**config.mk**
```make
export PLATFORM = sky130hd
export DESIGN_NAME = execute_stage
export DESIGN_NICKNAME = d
export VERILOG_FILES = /design/src/source/isa_pkg.sv /design/src/source/pipe_pkg.sv /design/src/source/stage_reg.sv /design/src/source/exec_alu.sv /design/src/source/mul_multicycle.sv /design/src/source/div_multicycle.sv /design/src/source/muldiv_unit.sv /design/src/source/execute_stage.sv
export SDC_FILE = /design/constraint.sdc
export NUM_CORES = 2
export LEC_CHECK = 0
export CAP_MARGIN = 15
export CORE_MARGIN = 3
export CORE_UTILIZATION = 55
export DETAILED_ROUTE_END_ITERATION = 7
export DONT_BUFFER_PORTS = 1
export GPL_ROUTABILITY_DRIVEN = 0
export HOLD_SLACK_MARGIN = 0.06
export PLACE_DENSITY = 0.75
export SLEW_MARGIN = 20
export SYNTH_ARGS = -nofsm -noshare
export SYNTH_HDL_FRONTEND = slang
export SYNTH_SLANG_ARGS = --single-unit
```
**constraint.sdc**
```tcl
create_clock -name clk -period 10.1 [get_ports clk]
set_input_delay 2.02 -clock clk [delete_from_list [all_inputs] [get_ports clk]]
set_output_delay 2.02 -clock clk [all_outputs]
set_load 0.02 [all_outputs]
```
**src/source/isa_pkg.sv**
```systemverilog
`default_nettype none

package isa_pkg;

    // primary opcodes
    localparam logic [5:0] SPE    = 6'b000000;
    localparam logic [5:0] REGIMM = 6'b000001;
    localparam logic [5:0] JAL    = 6'b000011;
    localparam logic [5:0] ADDI   = 6'b001000;
    localparam logic [5:0] ADDIU  = 6'b001001;
    localparam logic [5:0] SLTI   = 6'b001010;
    localparam logic [5:0] SLTIU  = 6'b001011;
    localparam logic [5:0] ANDI   = 6'b001100;
    localparam logic [5:0] ORI    = 6'b001101;
    localparam logic [5:0] XORI   = 6'b001110;
    localparam logic [5:0] LUI    = 6'b001111;
    localparam logic [5:0] COP0   = 6'b010000;
    localparam logic [5:0] SPE2   = 6'b011100;
    localparam logic [5:0] LB     = 6'b100000;
    localparam logic [5:0] LH     = 6'b100001;
    localparam logic [5:0] LW     = 6'b100011;
    localparam logic [5:0] LBU    = 6'b100100;
    localparam logic [5:0] LHU    = 6'b100101;
    localparam logic [5:0] SB     = 6'b101000;
    localparam logic [5:0] SH     = 6'b101001;
    localparam logic [5:0] SW     = 6'b101011;

    // function field, SPE unless noted
    localparam logic [5:0] SLL   = 6'b000000;
    localparam logic [5:0] SRL   = 6'b000010;
    localparam logic [5:0] MUL   = 6'b000010; // under SPE2
    localparam logic [5:0] SRA   = 6'b000011;
    localparam logic [5:0] SLLV  = 6'b000100;
    localparam logic [5:0] SRLV  = 6'b000110;
    localparam logic [5:0] SRAV  = 6'b000111;
    localparam logic [5:0] JALR  = 6'b001001;
    localparam logic [5:0] MFHI  = 6'b010000;
    localparam logic [5:0] MFLO  = 6'b010010;
    localparam logic [5:0] MULT  = 6'b011000;
    localparam logic [5:0] MULTU = 6'b011001;
    localparam logic [5:0] DIV   = 6'b011010;
    localparam logic [5:0] DIVU  = 6'b011011;
    localparam logic [5:0] ADD   = 6'b100000;
    localparam logic [5:0] ADDU  = 6'b100001;
    localparam logic [5:0] SUB   = 6'b100010;
    localparam logic [5:0] SUBU  = 6'b100011;
    localparam logic [5:0] AND_  = 6'b100100;
    localparam logic [5:0] OR_   = 6'b100101;
    localparam logic [5:0] XOR_  = 6'b100110;
    localparam logic [5:0] NOR_  = 6'b100111;
    localparam logic [5:0] SLT   = 6'b101010;
    localparam logic [5:0] SLTU  = 6'b101011;

    // rt field of REGIMM
    localparam logic [4:0] BLTZAL = 5'b10000;
    localparam logic [4:0] BGEZAL = 5'b10001;

    // bit 5 flags a pending exception, low bits are the cause
    localparam logic [5:0] EXC_NONE = 6'b000000;
    localparam logic [5:0] EXC_OV   = 6'b101100;

    localparam int MUL_CYCLES = 4;
    localparam int DIV_CYCLES = 33;

endpackage

`default_nettype wire

```
**src/source/pipe_pkg.sv**
```systemverilog
`default_nettype none

package pipe_pkg;

    // decoded instruction entering execute
    typedef struct packed {
        logic [31:0] pc;
        logic [31:0] val1;
        logic [31:0] val2;
        logic [31:0] valt; // store data
        logic [5:0]  icode;
        logic [5:0]  acode;
        logic [5:0]  exc_code;
        logic [4:0]  dst;
        logic [4:0]  rt;
        logic [4:0]  rs;
        logic        in_delay_slot;
    } id_ex_t;

    // execute result towards memory
    typedef struct packed {
        logic [31:0] pc;
        logic [31:0] val3;
        logic [31:0] valt;
        logic [5:0]  icode;
        logic [5:0]  acode;
        logic [5:0]  exc_code;
        logic [4:0]  dst;
        logic        in_delay_slot;
    } ex_mem_t;

    typedef struct packed {
        logic [31:0] hi;
        logic [31:0] lo;
        logic        hi_write;
        logic        lo_write;
    } hilo_t;

endpackage

`default_nettype wire

```
**src/source/stage_reg.sv**
```systemverilog
`timescale 1ns/1ps
`default_nettype none

module stage_reg #(
    parameter type payload_t = logic
) (
    input  logic     clk,
    input  logic     resetn,
    input  logic     stall,
    input  logic     bubble,
    input  payload_t d,
    output payload_t q
);

    // stall wins over bubble so a held packet is never lost
    always_ff @(posedge clk) begin
        if (!resetn) begin
            q <= '0;
        end else if (stall) begin
            q <= q;
        end else if (bubble) begin
            q <= '0; // all zero reads as sll 0
        end else begin
            q <= d;
        end
    end

endmodule

`default_nettype wire

```
**src/source/exec_alu.sv**
```systemverilog
`timescale 1ns/1ps
`default_nettype none

module exec_alu
    import isa_pkg::*, pipe_pkg::*;
(
    input  id_ex_t      cur,
    input  logic [31:0] hi,
    input  logic [31:0] lo,
    input  logic [31:0] mul_lo,
    output ex_mem_t     result
);

    logic [31:0] a;
    logic [31:0] b;
    logic [31:0] val3;
    logic [32:0] add_ext;
    logic [32:0] sub_ext;
    logic        overflow;

    assign a = cur.val1;
    assign b = cur.val2;

    // one extra sign bit, overflow when the top two bits differ
    assign add_ext = {a[31], a} + {b[31], b};
    assign sub_ext = {a[31], a} - {b[31], b};

    always_comb begin
        val3     = '0;
        overflow = 1'b0;
        case (cur.icode)
            ADDI: begin
                val3     = add_ext[31:0];
                overflow = add_ext[32] ^ add_ext[31];
            end
            ADDIU, LB, LBU, LH, LHU, LW, SB, SH, SW: val3 = a + b; // incl. address gen
            ANDI:  val3 = a & b;
            ORI:   val3 = a | b;
            XORI:  val3 = a ^ b;
            SLTI:  val3 = {31'b0, $signed(a) < $signed(b)};
            SLTIU: val3 = {31'b0, a < b};
            JAL:   val3 = b; // link address
            LUI:   val3 = b; // immediate already shifted
            COP0:  val3 = a; // mfc0
            SPE: begin
                case (cur.acode)
                    ADD: begin
                        val3     = add_ext[31:0];
                        overflow = add_ext[32] ^ add_ext[31];
                    end
                    SUB: begin
                        val3     = sub_ext[31:0];
                        overflow = sub_ext[32] ^ sub_ext[31];
                    end
                    ADDU: val3 = a + b;
                    SUBU: val3 = a - b;
                    AND_: val3 = a & b;
                    OR_:  val3 = a | b;
                    XOR_: val3 = a ^ b;
                    NOR_: val3 = ~(a | b);
                    SLL, SLLV: val3 = b << a[4:0];
                    SRL, SRLV: val3 = b >> a[4:0];
                    SRA, SRAV: val3 = $signed(b) >>> a[4:0];
                    SLT:  val3 = {31'b0, $signed(a) < $signed(b)};
                    SLTU: val3 = {31'b0, a < b};
                    JALR: val3 = b;
                    MFHI: val3 = hi;
                    MFLO: val3 = lo;
                    default: val3 = '0;
                endcase
            end
            SPE2: begin
                if (cur.acode == MUL) begin
                    val3 = mul_lo;
                end
            end
            REGIMM: begin
                if (cur.rt == BGEZAL || cur.rt == BLTZAL) begin
                    val3 = b;
                end
            end
            default: val3 = '0;
        endcase
    end

    always_comb begin
        result.pc            = cur.pc;
        result.val3          = val3;
        result.valt          = cur.valt;
        result.icode         = cur.icode;
        result.acode         = cur.acode;
        result.dst           = cur.dst;
        result.in_delay_slot = cur.in_delay_slot;
        // an older exception from fetch or decode takes precedence
        if (cur.exc_code[5]) begin
            result.exc_code = cur.exc_code;
        end else begin
            result.exc_code = overflow ? EXC_OV : EXC_NONE;
        end
    end

endmodule

`default_nettype wire

```
**src/source/mul_multicycle.sv**
```systemverilog
`timescale 1ns/1ps
`default_nettype none

module mul_multicycle
    import isa_pkg::*;
(
    input  logic        clk,
    input  logic        resetn,
    input  logic        start,
    input  logic [31:0] a,
    input  logic [31:0] b,
    output logic        done,
    output logic [63:0] c
);

    logic [MUL_CYCLES-1:0] vld;
    logic [31:0]           a_q;
    logic [31:0]           b_q;
    logic [63:0]           prod [MUL_CYCLES-1];

    // token walks alongside the product
    always_ff @(posedge clk) begin
        if (!resetn) begin
            vld <= '0;
        end else begin
            vld <= {vld[MUL_CYCLES-2:0], start};
        end
    end

    always_ff @(posedge clk) begin
        if (start) begin
            a_q <= a;
            b_q <= b;
        end
        prod[0] <= 64'(a_q) * 64'(b_q);
        for (int i = 1; i < MUL_CYCLES - 1; i++) begin
            prod[i] <= prod[i-1]; // retiming slack
        end
    end

    assign done = vld[MUL_CYCLES-1];
    assign c    = prod[MUL_CYCLES-2];

endmodule

`default_nettype wire

```
**src/source/div_multicycle.sv**
```systemverilog
`timescale 1ns/1ps
`default_nettype none

module div_multicycle
    import isa_pkg::*;
(
    input  logic        clk,
    input  logic        resetn,
    input  logic        start,
    input  logic [31:0] a,
    input  logic [31:0] b,
    output logic        done,
    output logic [63:0] c
);

    logic [31:0] rem_q;
    logic [31:0] quo_q; // dividend shifts out as quotient shifts in
    logic [31:0] dvs_q;
    logic [5:0]  cnt;
    logic        busy;
    logic [32:0] trial;

    // negative trial means the divisor does not fit
    assign trial = {rem_q, quo_q[31]} - {1'b0, dvs_q};

    always_ff @(posedge clk) begin
        if (!resetn) begin
            busy <= 1'b0;
            cnt  <= '0;
            done <= 1'b0;
        end else begin
            done <= 1'b0;
            if (start) begin
                busy <= 1'b1;
                cnt  <= 6'(DIV_CYCLES - 1);
            end else if (busy) begin
                cnt <= cnt - 6'd1;
                if (cnt == 6'd1) begin
                    busy <= 1'b0;
                    done <= 1'b1;
                end
            end
        end
    end

    // zero divisor always fits, giving all ones and the dividend back
    always_ff @(posedge clk) begin
        if (start) begin
            rem_q <= '0;
            quo_q <= a;
            dvs_q <= b;
        end else if (busy) begin
            if (trial[32]) begin
                rem_q <= {rem_q[30:0], quo_q[31]};
            end else begin
                rem_q <= trial[31:0];
            end
            quo_q <= {quo_q[30:0], ~trial[32]};
        end
    end

    assign c = {rem_q, quo_q};

endmodule

`default_nettype wire

```
**src/source/muldiv_unit.sv**
```systemverilog
`timescale 1ns/1ps
`default_nettype none

module muldiv_unit
    import isa_pkg::*, pipe_pkg::*;
(
    input  logic        clk,
    input  logic        resetn,
    input  id_ex_t      cur,
    output logic        stall_req,
    output logic [31:0] hi,
    output logic [31:0] lo,
    output logic [31:0] mul_lo,
    output hilo_t       hilo_out
);

    logic        is_mul;
    logic        is_div;
    logic        is_signed;
    logic        is_md;
    logic        writes_hilo;
    logic        started;
    logic        finished;
    logic        start;
    logic        op_done;
    logic        mul_done;
    logic        div_done;
    logic [31:0] op_a;
    logic [31:0] op_b;
    logic [63:0] mul_c;
    logic [63:0] div_c;
    logic [63:0] prod;
    logic [31:0] quo;
    logic [31:0] rem;

    always_comb begin
        is_mul = (cur.icode == SPE && (cur.acode == MULT || cur.acode == MULTU))
               || (cur.icode == SPE2 && cur.acode == MUL);
        is_div = cur.icode == SPE && (cur.acode == DIV || cur.acode == DIVU);
        is_signed = (cur.icode == SPE && (cur.acode == MULT || cur.acode == DIV))
                  || (cur.icode == SPE2 && cur.acode == MUL);
        is_md = is_mul || is_div;
        writes_hilo = is_md && cur.icode == SPE; // mul goes to a gpr instead
    end

    // magnitudes in, signs restored on the way out
    assign op_a = (is_signed && cur.val1[31]) ? -cur.val1 : cur.val1;
    assign op_b = (is_signed && cur.val2[31]) ? -cur.val2 : cur.val2;

    assign start     = is_md && !started;
    assign stall_req = is_md && !finished;
    assign op_done   = is_div ? div_done : mul_done;

    mul_multicycle u_mul (
        .clk    (clk),
        .resetn (resetn),
        .start  (start && is_mul),
        .a      (op_a),
        .b      (op_b),
        .done   (mul_done),
        .c      (mul_c)
    );

    div_multicycle u_div (
        .clk    (clk),
        .resetn (resetn),
        .start  (start && is_div),
        .a      (op_a),
        .b      (op_b),
        .done   (div_done),
        .c      (div_c)
    );

    assign prod = (is_signed && (cur.val1[31] ^ cur.val2[31])) ? -mul_c : mul_c;
    assign quo  = (is_signed && (cur.val1[31] ^ cur.val2[31])) ? -div_c[31:0] : div_c[31:0];
    assign rem  = (is_signed && cur.val1[31]) ? -div_c[63:32] : div_c[63:32]; // dividend sign

    // flags live only while the op sits in E
    always_ff @(posedge clk) begin
        if (!resetn || !stall_req) begin
            started  <= 1'b0;
            finished <= 1'b0;
        end else begin
            if (start) started <= 1'b1;
            if (op_done) finished <= 1'b1;
        end
    end

    always_ff @(posedge clk) begin
        if (!resetn) begin
            hilo_out <= '0;
        end else begin
            hilo_out.hi_write <= 1'b0;
            hilo_out.lo_write <= 1'b0;
            if (op_done && writes_hilo) begin
                {hilo_out.hi, hilo_out.lo} <= is_div ? {rem, quo} : prod;
                hilo_out.hi_write          <= 1'b1;
                hilo_out.lo_write          <= 1'b1;
            end
        end
    end

    always_ff @(posedge clk) begin
        if (op_done && is_mul) begin
            mul_lo <= prod[31:0]; // read by alu once stall drops
        end
    end

    assign hi = hilo_out.hi;
    assign lo = hilo_out.lo;

endmodule

`default_nettype wire

```
**src/source/execute_stage.sv**
```systemverilog
`timescale 1ns/1ps
`default_nettype none

module execute_stage
    import pipe_pkg::*;
(
    input  logic    clk,
    input  logic    resetn,
    input  id_ex_t  in_pkt,
    input  logic    bubble,
    output logic    stall_req,
    output ex_mem_t out_pkt,
    output hilo_t   hilo_out
);

    id_ex_t      cur;
    ex_mem_t     alu_result;
    logic [31:0] hi;
    logic [31:0] lo;
    logic [31:0] mul_lo;

    stage_reg #(
        .payload_t (id_ex_t)
    ) ereg (
        .clk    (clk),
        .resetn (resetn),
        .stall  (stall_req),
        .bubble (bubble),
        .d      (in_pkt),
        .q      (cur)
    );

    exec_alu alu (
        .cur    (cur),
        .hi     (hi),
        .lo     (lo),
        .mul_lo (mul_lo),
        .result (alu_result)
    );

    muldiv_unit muldiv (
        .clk       (clk),
        .resetn    (resetn),
        .cur       (cur),
        .stall_req (stall_req),
        .hi        (hi),
        .lo        (lo),
        .mul_lo    (mul_lo),
        .hilo_out  (hilo_out)
    );

    // bubbles fill M while E waits on muldiv
    stage_reg #(
        .payload_t (ex_mem_t)
    ) mreg (
        .clk    (clk),
        .resetn (resetn),
        .stall  (1'b0),
        .bubble (stall_req),
        .d      (alu_result),
        .q      (out_pkt)
    );

endmodule

`default_nettype wire

```
Word-level counts from Yosys, hierarchy flattened:

Memory sizes are Yosys's and may differ from the RTL's.
Cells that the tools add are included.

* memory bits (writable): 192
* logic and storage cells: 171
* output and inout bits: 187
* register bits after elaboration: 549
* memories: 1
* input port bits: 165

Memory list
* muldiv.u_mul.prod: words 3, bits a word 64, rd ports 3, clocked after Yosys merged registers in 0, write ports 3, line mul_multicycle.sv:19 `logic [63:0] prod [MUL_CYCLES-1];`

* $add $sub $neg: 11
* reductions and logical operators: 37
* equality and inequality tests: 45
* bitwise gates (word level): 10
* mux-type cells: 26
* magnitude comparators: 2
* shifts and indexed selects: 3
* multiply operators: 1

Operators with widths (count)
* $pmux 32 s16: 1
* $pmux 32 s12: 1
* $mux 32: 9
* $mux 162: 1
* $mux 64: 2
* $neg 32->32: 4
* $eq 6x6->1 const B: 18
* $lt 32x32->1: 2
* $mul 32x32->64: 1
* $neg 64->64: 1
* $eq 6x4->1 const B: 9
* $eq 6x5->1 const B: 8
* $add 32x32->33: 1
* $sub 32x32->33: 1
* $sub 33x32->33: 1
* $add 32x32->32: 1
* $and 32x32->32: 1
* $not 32->32: 1
* $or 32x32->32: 1
* $shl 32x5->32: 1
* $shr 32x5->32: 1
* $sshr 32x5->32: 1
* $sub 32x32->32: 1
* $xor 32x32->32: 1
* other kinds (19): 66

Logic depth before layout (Yosys ltp):

* depth in word-level cells: 8
* mapped depth: 28
* mapped depth without buffers: 27

Modules after synthesis:

From an unflattened synthesis, not the netlist that was laid out.

* cells, all modules: 8650
* area, all modules: 77174.0 um^2

By module, submodules not included
* mul_multicycle: area an instance 39609.2 um^2, times used 1, cells an instance 4008
* exec_alu: area an instance 12021.5 um^2, times used 1, cells an instance 1752
* muldiv_unit: area an instance 8605.8 um^2, times used 1, cells an instance 1064
* stage_reg (ereg): area an instance 6207.2 um^2, times used 1, cells an instance 720
* div_multicycle: area an instance 5967.0 um^2, times used 1, cells an instance 572
* stage_reg (mreg): area an instance 4759.6 um^2, times used 1, cells an instance 533
* execute_stage: area an instance 3.8 um^2, times used 1, cells an instance 1

Worst setup path before layout:

OpenSTA, ideal clock, no wires.

* kind: register to register
* start point: reg muldiv.u_mul.a_q[21]
* end point: mem muldiv.u_mul.prod[0][61]
* buffers on the path: 2
* setup slack: 2778 ps
* cell stages (with the launch flop): 27
* required time: 10028 ps
* clock period less this slack: 7322 ps
* arrival time: 7250 ps
* path through: edfxtp_1 > clkbuf_1 > and2_1 > fa_1 > inv_1 > fa_1 > fa_1 > fa_1 > inv_1 > fa_1 > fa_1 > fa_1 > inv_1 > fa_1 > inv_1 > ha_1 > clkbuf_1 > o21ai_0 > o21ai_0 > nand4_1 > nand2_1 > or3b_2 > a2bb2oi_1 > a41oi_1 > nor3_1 > o41ai_1 > xnor2_1

RTL lines
* from (decl): line mul_multicycle.sv:17 `logic [31:0] a_q;`
* from (signal assigned): line mul_multicycle.sv:32 `a_q <= a;`
* to (decl): line mul_multicycle.sv:19

==> flow_metrics.py <==
metrics = {
    "clock_tree": {
        "cts_setup_buffers": 0,
        "clock_latency_ps": 690,
        "hold_buffers": 0,
        "cts_tree": "yes",
        "clkTransAtPathRegs_ps": 70,
        "cts-root-buf": "clkbuf_16",
        "cts_max_level": 3,
        "cts_resized": 0,
        "clock_sinks": 739,
        "cts_buffers": 69,
        "cts_buffer_depth": 3,
    },
    "routing": {
        "via_per_inst": 6.32,
        "wire_per_inst_um": 25.5,
        "drtIter0Drc": 7997,
        "drc": 35,
        "drt_pass1_iterations": 8,
        "vias": 58900,
        "ant_nets": 0,
        "finalWirelength_mm": 237,
    },
    "run_status": {
        "failed_checks": "design-rule violations",
        "status": "finished with violations",
    },
    "layout": {
        "fin_nets": 8956,
        "final_cell_area_um2": 75400,
        "fill_cells": 10700,
        "top_regs": "muldiv.u_mul.prod: 192 flops, ereg.q: 156 flops, mreg.q: 120 flops",
        "largest_reg_flops": 192,
        "area_growth_pct": 5.81,
        "regMostFlops": "muldiv.u_mul.prod",
        "drive_gt1_frac": 0.0539,
    },
    "sta": {
        "fmax_mhz": 107,
        "hold_viol_final": 0,
        "finalClockSkew_ps": 42.8,
        "maxSlewViolCount": 0,
        "period_share": 0.927,
        "period_needed_ps": 9360,
        "relSlewSlack": 0.118,
        "setup_tns_ps": 0,
        "worst_pin_slew_ps": 1290,
        "grt_setup_unrepaired": "false",
        "finalSetupViolCount": 0,
        "fin_ws_ps": 741,
    },
    "global_routing": {
        "grt_pass1_vias": 59200,
        "globalRoute.totalOverflow": 0,
        "grt_max_degree": 92,
        "grt_pass1_wl_mm": 361,
        "track_usage": 0.353,
        "antenna_found_initial": 36,
    },
    "critical_path": {
        "setup.worst_path.class": "flip-flop to flip-flop",
        "crit_arrival_ps": 9910,
        "critPathRequiredTime_ps": 10650,
        "end_kind": "flip-flop",
        "start_kind": "flip-flop",
        "cp_max_fo": 25,
    },
    "placed_design": {
        "place_ws_ps": 891,
        "dp_hpwl_mm": 176,
        "portBuffers": 0,
        "place_area_um2": 72700,
    },
    "pwr": {
        "power_switching_w": 0.00198,
        "p_int_w": 0.00502,
        "power_density_nw_per_um2": 92.9,
        "p_leak_nw": 32.9,
        "swShare": 0.283,
        "p_clk_frac": 0.400,
        "power_frac_comb": 0.139,
        "p_seq_frac": 0.461,
        "peakVddDrop_v": 0.000109,
    },
    "synthesis": {
        "yosysSeqAreaShare": 0.230,
        "syn-num-nets": 9242,
        "synth_ff_type": "dfxtp_1",
        "yosysWarningCount": 0,
        "synth_area_um2": 71200,
        "syn_inst": 7780,
        "synth_cell_types": 94,
        "async_reset_ff_frac": 0,
        "syn-mean-instance-area_um2": 9.16,
        "synth_edf_count": 160,
        "ys_seq_elements": 739,
    },
    "die": {
        "fp.dieW_um": 366,
        "pin_count": 352,
        "start_util": 0.556,
        "num_rows": 131,
        "die_y_um": 366,
        "core_area_um2": 128000,
        "die-area_um2": 134000,
    },
    "worst_hold_path": {
        "hold_class": "flip-flop to flip-flop",
    },
    "run": {
        "drv_cap": 0,
    },
}
## power by group through the flow
stage	Clock [W]	Sequential [W]	Combinational, W
after floorplan	0	0.00324	0.000685
after global placement	0	0.00328	0.000890
after detailed placement	0	0.00329	0.000909
after CTS	0.00282	0.00322	0.000917
after global routing	0.00293	0.00323	0.00103
final	0.00280	0.00323	0.000971
## per-stage QoR
stage | power (W) | cells | utilization | hold WS, ps
final | 0.00700 | 9312 | 0.589 | 322
after global routing | 0.00719 | 9282 | 0.588 | 325
after CTS | 0.00696 | 9270 | 0.587 | 319
after detailed placement | 0.00420 | 9144 | 0.568 | 312
after global placement | 0.00417 | 9144 | 0.568 | 311
after floorplan | 0.00392 | 7780 | - | 310
## critical path, cell delays in order, from the launching register on
cell and delay (ps):
edfxtp_1 1100, nand2_1 180, fa_1 560, inv_1 50
fa_1 470, fa_1 520, inv_1 50, fa_1 470
inv_1 50, fa_1 520, fa_1 520, fa_1 500
inv_1 50, fa_1 510, inv_1 50, ha_1 370
inv_1 120, nor3_1 250, nand4_1 210, a211oi_1 550
nor3_1 220, o21ai_0 520, o21ai_0 300, o31ai_1 600
a311oi_1 240, xnor2_1 190
## logic make-up after synthesis
group	synth area share
xor gates and xnor gates	0.0384
AOI/OAI and AO/OA	0.133
muxes	0.0328
and+or+nand+nor	0.161
adders and majority gates	0.323
DFF	0.230
buffers and inverters	0.0816
## placed cells by master (no fill, tap or decap), types with 27 or more instances in the layout
master / netlist / layout
nand2_1: 872 / 872
a22oi_1: 41 / 41
nor2b_1: 29 / 27
a211oi_1: 42 / 42
o211ai_1: 68 / 68
buf_4: 1 / 155
nand3_1: 71 / 71
dfxtp_1: 579 / 571
nand2b_1: 39 / 39
mux4_2: 43 / 43
a31oi_1: 44 / 43
fa_1: 899 / 899
a21oi_1: 301 / 300
mux2i_1: 124 / 116
clkbuf_16: 0 / 79
o21bai_1: 34 / 34
nor2_1: 303 / 299
edfxtp_1: 160 / 160
a221oi_1: 58 / 58
xnor2_1: 228 / 226
and3_1: 31 / 30
a21o_1: 74 / 73
diode_2: 0 / 34
a21boi_0: 39 / 39
xor2_1: 84 / 84
nand4_1: 42 / 42
and2_1: 723 / 721
nor3_1: 68 / 66
ha_1: 398 / 398
o21ai_0: 292 / 291
inv_1: 1018 / 1016
o31ai_1: 55 / 55
a22o_1: 155 / 155
or3_1: 31 / 31
## path summary, 6_finish.rpt
path / startpoint / to / slack, ps / cells after the start
worst min register to register: muldiv.u_mul.prod[0][31] / muldiv.u_mul.prod[0][95] / 320 / 0
worst min-delay path: muldiv.u_mul.prod[0][31] / muldiv.u_mul.prod[0][95] / 320 / 0
worst max register to register: muldiv.u_mul.b_q[6] / muldiv.u_mul.prod[0][63] / 740 / 25
worst max-delay path: muldiv.u_mul.b_q[6] / muldiv.u_mul.prod[0][63] / 740 / 25
## cell usage after synthesis (all sizes together), types with 44 or more instances
cell type / instances / area, µm²
a21oi: 301 / 1510
nor3: 68 / 340
mux2i: 124 / 1240
nand3: 71 / 355
xor2: 84 / 736
a21o: 74 / 556
nor2: 303 / 1140
xnor2: 228 / 2000
a221oi: 58 / 508
and2: 723 / 4520
o31ai: 56 / 425
a22o: 155 / 1360
edfxtp: 160 / 4800
ha: 398 / 4980
dfxtp: 579 / 11600
inv: 1019 / 3820
nand2: 872 / 3270
o211ai: 68 / 510
fa: 899 / 18000
clkbuf: 476 / 1790
o21ai: 297 / 1490
a31oi: 44 / 275
## cell type report
class	instances	area (µm²)	share of cell area
clock inverter	30	312	0.00413
antenna	34	85.1	0.00113
multi-input combinational	5499	49200	0.652
sequential	739	16400	0.218
inverter	1023	3840	0.0509
tap	1729	2160	0.0287
clock buffer	96	2130	0.0283
timing repair buffer	162	1260	0.0167
## routing by layer
layer  share of wire  global-route usage  vias up
li1                -                   -    24900
met1            0.34               0.414    28700
met2            0.43               0.529     4106
met3            0.13               0.132     1142
met4           0.090               0.258       14
met5         0.00068             0.00472        -
(Power assumes the default switching activity.)
